`src/hw/strm_mux_params.svh`:
```
`ifndef STRM_MUX_PARAMS_SVH
`define STRM_MUX_PARAMS_SVH

// Number of producer streams
`define STRM_MUX_N_SRC 4

// Beat data width in bits
`define STRM_MUX_DATA_BITS 64

// Length field holds beats minus one
`define STRM_MUX_LEN_BITS 8

// Queue depths
`define STRM_MUX_CMD_DEPTH 4
`define STRM_MUX_IN_DEPTH 4

`endif

```
`src/hw/strm_mux_pkg.sv`:
```
`include "strm_mux_params.svh"

package strm_mux_pkg;

  // ------------------------------
  // Stream beat
  // ------------------------------
  typedef struct packed {
    logic [`STRM_MUX_DATA_BITS-1:0]   data;
    // One enable per byte
    logic [`STRM_MUX_DATA_BITS/8-1:0] keep;
    // Passed through and never ends a transfer
    logic                             last;
  } beat_t;

  // ------------------------------
  // Routing command
  // ------------------------------
  typedef struct packed {
    // Source index
    logic [7:0]                       dest;
    // Beat count minus one
    logic [`STRM_MUX_LEN_BITS-1:0]    len;
  } mux_cmd_t;

endpackage

```
`src/hw/fifo_sync.sv`:
```
`timescale 1ns/1ps

module fifo_sync import strm_mux_pkg::*; #(
  parameter type payload_t = beat_t,
  parameter int  DEPTH     = 4
) (
  input  logic     aclk,
  input  logic     aresetn,
  input  logic     in_valid,
  output logic     in_ready,
  input  payload_t in_data,
  output logic     out_valid,
  input  logic     out_ready,
  output payload_t out_data
);

  // Pointer and count widths
  localparam int AW = (DEPTH > 1) ? $clog2(DEPTH) : 1;
  localparam int CW = $clog2(DEPTH + 1);

  // Storage
  payload_t mem [DEPTH];

  logic [AW-1:0] wr_ptr;
  logic [AW-1:0] rd_ptr;
  logic [CW-1:0] count;
  logic          push;
  logic          pop;

  // Flags straight from the count
  assign in_ready  = (count != CW'(DEPTH));
  assign out_valid = (count != '0);
  assign out_data  = mem[rd_ptr];

  assign push = in_valid & in_ready;
  assign pop  = out_valid & out_ready;

  // Write side
  always_ff @(posedge aclk) begin
    if (push) begin
      mem[wr_ptr] <= in_data;
    end
  end

  // Pointers and occupancy
  always_ff @(posedge aclk) begin
    if (!aresetn) begin
      wr_ptr <= '0;
      rd_ptr <= '0;
      count  <= '0;
    end else begin
      if (push) begin
        wr_ptr <= (wr_ptr == AW'(DEPTH - 1)) ? '0 : wr_ptr + 1'b1;
      end
      if (pop) begin
        rd_ptr <= (rd_ptr == AW'(DEPTH - 1)) ? '0 : rd_ptr + 1'b1;
      end
      // Count holds when push and pop coincide
      case ({push, pop})
        2'b10:   count <= count + 1'b1;
        2'b01:   count <= count - 1'b1;
        default: count <= count;
      endcase
    end
  end

endmodule

```
`src/hw/axis_mux_user_wr.sv`:
```
`timescale 1ns/1ps

`include "strm_mux_params.svh"

module axis_mux_user_wr import strm_mux_pkg::*; #(
  parameter int N_SRC = 4
) (
  input  logic                 aclk,
  input  logic                 aresetn,
  input  logic                 cmd_valid,
  output logic                 cmd_ready,
  input  mux_cmd_t             cmd,
  input  logic     [N_SRC-1:0] s_valid,
  output logic     [N_SRC-1:0] s_ready,
  input  beat_t    [N_SRC-1:0] s_beat,
  output logic                 m_valid,
  input  logic                 m_ready,
  output beat_t                m_beat
);

  // Select width of at least one bit
  localparam int SEL_BITS = (N_SRC > 1) ? $clog2(N_SRC) : 1;

  typedef enum logic [0:0] {ST_IDLE, ST_FWD} state_t;

  state_t                        state_q, state_d;
  logic [SEL_BITS-1:0]           dest_q, dest_d;
  logic [`STRM_MUX_LEN_BITS-1:0] cnt_q, cnt_d;

  logic fwd;
  logic m_hs;
  logic tr_done;

  // ------------------------------
  // Data path select
  // ------------------------------
  assign fwd = (state_q == ST_FWD);

  always_comb begin
    // Only the chosen source sees ready
    for (int i = 0; i < N_SRC; i++) begin
      s_ready[i] = fwd && (int'(dest_q) == i) && m_ready;
    end

    if (fwd && (int'(dest_q) < N_SRC)) begin
      m_valid = s_valid[dest_q];
      m_beat  = s_beat[dest_q];
    end else begin
      // Quiet output while idle
      m_valid = 1'b0;
      m_beat  = '0;
    end
  end

  assign m_hs = m_valid & m_ready;

  // Last counted beat moving this cycle
  assign tr_done = fwd && (cnt_q == '0) && m_hs;

  // ------------------------------
  // Next state and counters
  // ------------------------------
  always_comb begin
    state_d   = state_q;
    dest_d    = dest_q;
    cnt_d     = cnt_q;
    cmd_ready = 1'b0;

    case (state_q)
      ST_IDLE: begin
        if (cmd_valid) begin
          cmd_ready = 1'b1;
          state_d   = ST_FWD;
          dest_d    = cmd.dest[SEL_BITS-1:0];
          cnt_d     = cmd.len;
        end
      end

      ST_FWD: begin
        if (tr_done) begin
          // Chain straight into the next command without a bubble
          if (cmd_valid) begin
            cmd_ready = 1'b1;
            dest_d    = cmd.dest[SEL_BITS-1:0];
            cnt_d     = cmd.len;
          end else begin
            state_d = ST_IDLE;
          end
        end else if (m_hs) begin
          cnt_d = cnt_q - 1'b1;
        end
      end

      default: state_d = ST_IDLE;
    endcase
  end

  always_ff @(posedge aclk) begin
    if (!aresetn) begin
      state_q <= ST_IDLE;
      dest_q  <= '0;
      cnt_q   <= '0;
    end else begin
      state_q <= state_d;
      dest_q  <= dest_d;
      cnt_q   <= cnt_d;
    end
  end

endmodule

```
`src/hw/beat_reg_slice.sv`:
```
`timescale 1ns/1ps

module beat_reg_slice import strm_mux_pkg::*; (
  input  logic  aclk,
  input  logic  aresetn,
  input  logic  in_valid,
  output logic  in_ready,
  input  beat_t in_beat,
  output logic  out_valid,
  input  logic  out_ready,
  output beat_t out_beat
);

  // Spare entry catches one beat while output stalls
  beat_t spare_beat;
  logic  spare_valid;
  logic  out_free;
  logic  in_hs;

  // Ready comes from a flop only
  assign in_ready = ~spare_valid;
  assign out_free = ~out_valid | out_ready;
  assign in_hs    = in_valid & in_ready;

  // ------------------------------
  // Control
  // ------------------------------
  always_ff @(posedge aclk) begin
    if (!aresetn) begin
      out_valid   <= 1'b0;
      spare_valid <= 1'b0;
    end else if (out_free) begin
      // Drain spare first and otherwise take input directly
      out_valid   <= spare_valid | in_valid;
      spare_valid <= 1'b0;
    end else if (in_hs) begin
      spare_valid <= 1'b1;
    end
  end

  // ------------------------------
  // Payload
  // ------------------------------
  always_ff @(posedge aclk) begin
    if (out_free) begin
      if (spare_valid) begin
        out_beat <= spare_beat;
      end else if (in_valid) begin
        out_beat <= in_beat;
      end
    end else if (in_hs) begin
      spare_beat <= in_beat;
    end
  end

endmodule

```
`src/hw/strm_mux_top.sv`:
```
`timescale 1ns/1ps

`include "strm_mux_params.svh"

module strm_mux_top import strm_mux_pkg::*; (
  input  logic                              aclk,
  input  logic                              aresetn,
  // Routing commands
  input  logic                              cmd_valid,
  output logic                              cmd_ready,
  input  mux_cmd_t                          cmd,
  // Producer streams
  input  logic     [`STRM_MUX_N_SRC-1:0]    src_valid,
  output logic     [`STRM_MUX_N_SRC-1:0]    src_ready,
  input  beat_t    [`STRM_MUX_N_SRC-1:0]    src,
  // Merged stream
  output logic                              out_valid,
  input  logic                              out_ready,
  output beat_t                             out
);

  // Queued commands
  logic     q_cmd_valid;
  logic     q_cmd_ready;
  mux_cmd_t q_cmd;

  // Buffered sources
  logic  [`STRM_MUX_N_SRC-1:0] buf_valid;
  logic  [`STRM_MUX_N_SRC-1:0] buf_ready;
  beat_t [`STRM_MUX_N_SRC-1:0] buf_beat;

  // Mux to slice
  logic  mux_valid;
  logic  mux_ready;
  beat_t mux_beat;

  // ------------------------------
  // Input side
  // ------------------------------
  fifo_sync #(.payload_t(mux_cmd_t), .DEPTH(`STRM_MUX_CMD_DEPTH)) u_cmd_fifo (
    .aclk(aclk), .aresetn(aresetn),
    .in_valid(cmd_valid), .in_ready(cmd_ready), .in_data(cmd),
    .out_valid(q_cmd_valid), .out_ready(q_cmd_ready), .out_data(q_cmd)
  );

  // One buffer per source
  for (genvar i = 0; i < `STRM_MUX_N_SRC; i++) begin : g_src
    fifo_sync #(.payload_t(beat_t), .DEPTH(`STRM_MUX_IN_DEPTH)) u_src_fifo (
      .aclk(aclk), .aresetn(aresetn),
      .in_valid(src_valid[i]), .in_ready(src_ready[i]), .in_data(src[i]),
      .out_valid(buf_valid[i]), .out_ready(buf_ready[i]), .out_data(buf_beat[i])
    );
  end

  // ------------------------------
  // Processing and output side
  // ------------------------------
  axis_mux_user_wr #(.N_SRC(`STRM_MUX_N_SRC)) u_mux (
    .aclk(aclk), .aresetn(aresetn),
    .cmd_valid(q_cmd_valid), .cmd_ready(q_cmd_ready), .cmd(q_cmd),
    .s_valid(buf_valid), .s_ready(buf_ready), .s_beat(buf_beat),
    .m_valid(mux_valid), .m_ready(mux_ready), .m_beat(mux_beat)
  );

  beat_reg_slice u_slice (
    .aclk(aclk), .aresetn(aresetn),
    .in_valid(mux_valid), .in_ready(mux_ready), .in_beat(mux_beat),
    .out_valid(out_valid), .out_ready(out_ready), .out_beat(out)
  );

endmodule

```
`config.mk`:
```
export PLATFORM = sky130hd
export DESIGN_NAME = strm_mux_top
export DESIGN_NICKNAME = d
export VERILOG_FILES = /design/src/hw/strm_mux_pkg.sv /design/src/hw/fifo_sync.sv /design/src/hw/axis_mux_user_wr.sv /design/src/hw/beat_reg_slice.sv /design/src/hw/strm_mux_top.sv
export VERILOG_INCLUDE_DIRS = /design/src /design/src/hw
export SDC_FILE = /design/constraint.sdc
export NUM_CORES = 2
export LEC_CHECK = 0
export BUFFER_PORTS_ARGS = -buffer_cell sky130_fd_sc_hd__buf_2
export CORE_MARGIN = 2
export CORE_UTILIZATION = 45
export DETAILED_ROUTE_END_ITERATION = 10
export PLACE_DENSITY = 0.68
export SYNTH_ARGS = -nofsm -noshare
export SYNTH_HDL_FRONTEND = slang
export SYNTH_SLANG_ARGS = --single-unit
```
`constraint.sdc`:
```
create_clock -name aclk -period 9.85 [get_ports aclk]
set_clock_uncertainty 0.05 [all_clocks]
set_input_delay 0.985 -clock aclk [delete_from_list [all_inputs] [get_ports aclk]]
set_output_delay 0.985 -clock aclk [all_outputs]
set_load 0.05 [all_outputs]
```
==> metrics.md <==
| Metric | Value |
|---|---|
| Run status | complete, no violations |
| HP Class | in -> reg |
| Period utilisation layout | 39.2% |
| Mapped Area | 54,000 µm² |
| First-pass iteration count of the detailed router | 5 |
| Routed len/inst | 28.2 µm |
| Clock latency on the worst-skew pair | 780 ps |
| Slowest cell on crit path | buf_4 |
| Max-Cap Viols | 0 |
| Hold Vio Cnt, Final | 0 |
| Pwr/cell area | 246 nW/µm² |
| Initial drt markers | 2,555 |
| Commonest non-fill, non-tap cell in the layout | edfxtp_1 |
| Worst Path Max Fanout | 28 |
| Seq/Total Area, Yosys | 77.4% |
| Port bufs | 388 |
| TritonCTS Buffers | 143 |
| Clk sinks | 1,412 |
| Die outline area | 123,000 µm² |
| Htree depth | 4 |
| Commonest cells after routing, fill and taps aside | edfxtp_1, buf_2, mux4_2 |
| Detail Route Antenna Nets | 0 |
| Startpoint Class | register |
| Final Core Density | 52.2% |
| P&R area growth vs syn | 15.5% |
| Asr flop ratio synth | 0% |
| Gpl congestion | 0.778 |
| Largest net degree at the start of global routing | 75 |
| Post-synthesis average cell area | 21.0 µm² |
| Syn_nets | 2,925 |
| Gr usage total | 22.0% |
| Worst setup path class | reg -> reg |
| Detailed Route WL | 135 mm |
| Worst Path Arrival | 4320 ps |
| Critical Path RT | 10,310 ps |
| Initial antenna violation count | 86 |
| Synth Flop Type | edfxtp_1 |
| Tmin final | 3860 ps |
| Initial Utilization | 45.2% |
| FP Rows | 127 |
| Worst vdd ir | 0.000179 V |
| CTS root buf | clkbuf_16 |
| Yosys reg bits | 1,412 |
| Worst stage delay on the critical path | 700 ps |
| F_max | 259 MHz |
| Setup_tns | 0 ps |
| Grt ovf | 0 |
| Crit. End Element | register |
| Die height | 350 µm |
| Core box area | 119,000 µm² |
| Final nets | 3,368 |
| Post-CTS sizing | 0 |
| Number of global-route vias before repair | 28.0k |
| Fraction of layout cells with a size suffix above 1 | 31.0% |
| Global-route wire length before repair | 192 mm |
| DR vias/cell | 5.64 |
| Slew headroom | 23.9% |
| Clk slew on worst S/H paths | 60 ps |
| Final HPWL DP | 84.7 mm |
| Post-synth EDFFs | 1,354 |
| CP cell instances | buf_4, buf_4, mux4_2, mux2i_1, o22ai_1, nand2_1, nand2_1 |
| RSZ-0062 raised after global routing | no |
| Post-CTS Setup Repair Bufs | 0 |
| Gate count of the mapped netlist | 2,572 |
| Vias | 26.9k |
| Leak | 0.0204 µW |
| Die Wd | 350 µm |
| Clk buf depth | 3 |
| Distinct cells, synth | 62 |
| Synth Warn # | 0 |
| Worst slew pin tran | 1140 ps |
| # hold bufs at CTS | 0 |
| Slew Limit Fails | 0 |
| DRC Markers | 0 |
| Setup-failing EPs final | 0 |
| CTS tree | built |
| IO Pins | 395 |
-- report_power, final --
| part | switching, µW | total, µW | leakage (µW) | internal (µW) |
|---|---|---|---|---|
| Clock | 2320 | 5200 | 0.00217 | 2880 |
| Sequential | 264 | 7430 | 0.0129 | 7170 |
| Combinational | 1770 | 2700 | 0.00530 | 925 |
| Total | 4360 | 15300 | 0.0204 | 11000 |
-- worst paths after layout --
check,startpoint,cells after the start,to,slack (ps)
worst max-delay path,register,7,u_slice.out_beat[0],5990
worst min-delay path,src[61],1,g_src[0].u_src_fifo.mem[1][61],360
worst max register to register,register,7,u_slice.out_beat[0],5990
worst min register to register,g_src[0].u_src_fifo.rd_ptr[0],2,register,450
-- synth_stat cells (4+ instances only) --
library cell	instances	share of area, %
o22ai_1	76	0.88
fa_1	5	0.19
buf_2	44	0.41
clkbuf_1	58	0.40
xor2_1	10	0.16
o21ai_0	7	0.065
inv_1	32	0.22
nand2_1	242	1.7
ha_1	32	0.74
mux2i_1	161	3.0
nor2_1	39	0.27
nand3_1	7	0.065
and2_1	7	0.081
nor3_1	8	0.074
edfxtp_1	1354	75
and3_1	22	0.25
a21oi_1	21	0.19
or3_1	13	0.15
buf_1	12	0.083
buf_4	6	0.083
mux4_2	301	13
buf_6	4	0.083
dfxtp_1	58	2.1
mux2_2	5	0.10
-- routing by layer --
metal / up-vias / track usage (%) / part of all wire (%)
met3: 312 / 6.92 / 8.8
met2: 1038 / 38.3 / 52
met5: - / 0 / 0.43
met4: 94 / 6.70 / 2.7
met1: 14043 / 26.1 / 36
li1: 11434 / - / -
-- registers in the layout, indices dropped and copies added (netlist names), 2 cells and up, named ones only --
name and cells:
u_mux.dest_q 2, u_slice.spare_beat 73, u_cmd_fifo.rd_ptr 2, g_src.u_src_fifo.rd_ptr 8, u_slice.out_beat 73, g_src.u_src_fifo.count 12, u_cmd_fifo.count 3, g_src.u_src_fifo.wr_ptr 8
u_cmd_fifo.mem 40, u_cmd_fifo.wr_ptr 2, u_mux.cnt_q 8, g_src.u_src_fifo.mem 1168
-- metrics by stage --
stage                     hold WS, ps  power, µW  instances  setup WS (ps)  area (µm²)
after detailed placement          441      10300       4482           5860       57800
after floorplan                   413       9350       2572           1090       54000
after global placement            410      10200       4482           5940       57800
after CTS                         311      15500       4742           5830       62300
after global routing              343      15900       4749           5700       62400
final                             362      15300       4773           5990       62400
-- critical path, delay by kind of cell (launching register included) --
| family | cells | cell delay [ps] |
|---|---|---|
| buffers and inverters | 2 | 1330 |
| DFF | 1 | 650 |
| AOI/OAI and AO/OA | 1 | 200 |
| and+or+nand+nor | 2 | 210 |
| muxes | 2 | 1060 |
-- area by class of cell --
type / count / area (µm²)
inverters: 33 / 126
flip-flops and latches: 1412 / 41900
repair buffers: 425 / 2220
well taps: 1612 / 2020
multi-input cells: 1000 / 11600
fillers: 9367 / 57100
clock buffers: 175 / 3700
clock inverters: 85 / 836
diodes: 31 / 77.6
-- cells by family after synthesis --
| kind of cell | Yosys count | synth area share [%] |
|---|---|---|
| simple gates | 364 | 2.99 |
| compound gates | 121 | 1.46 |
| xor+xnor | 10 | 0.162 |
| fa+ha+maj | 37 | 0.927 |
| buf+inv | 160 | 1.35 |
| flops | 1412 | 77.4 |
| mux | 468 | 15.7 |
Power figures use the tool's default switching activity.
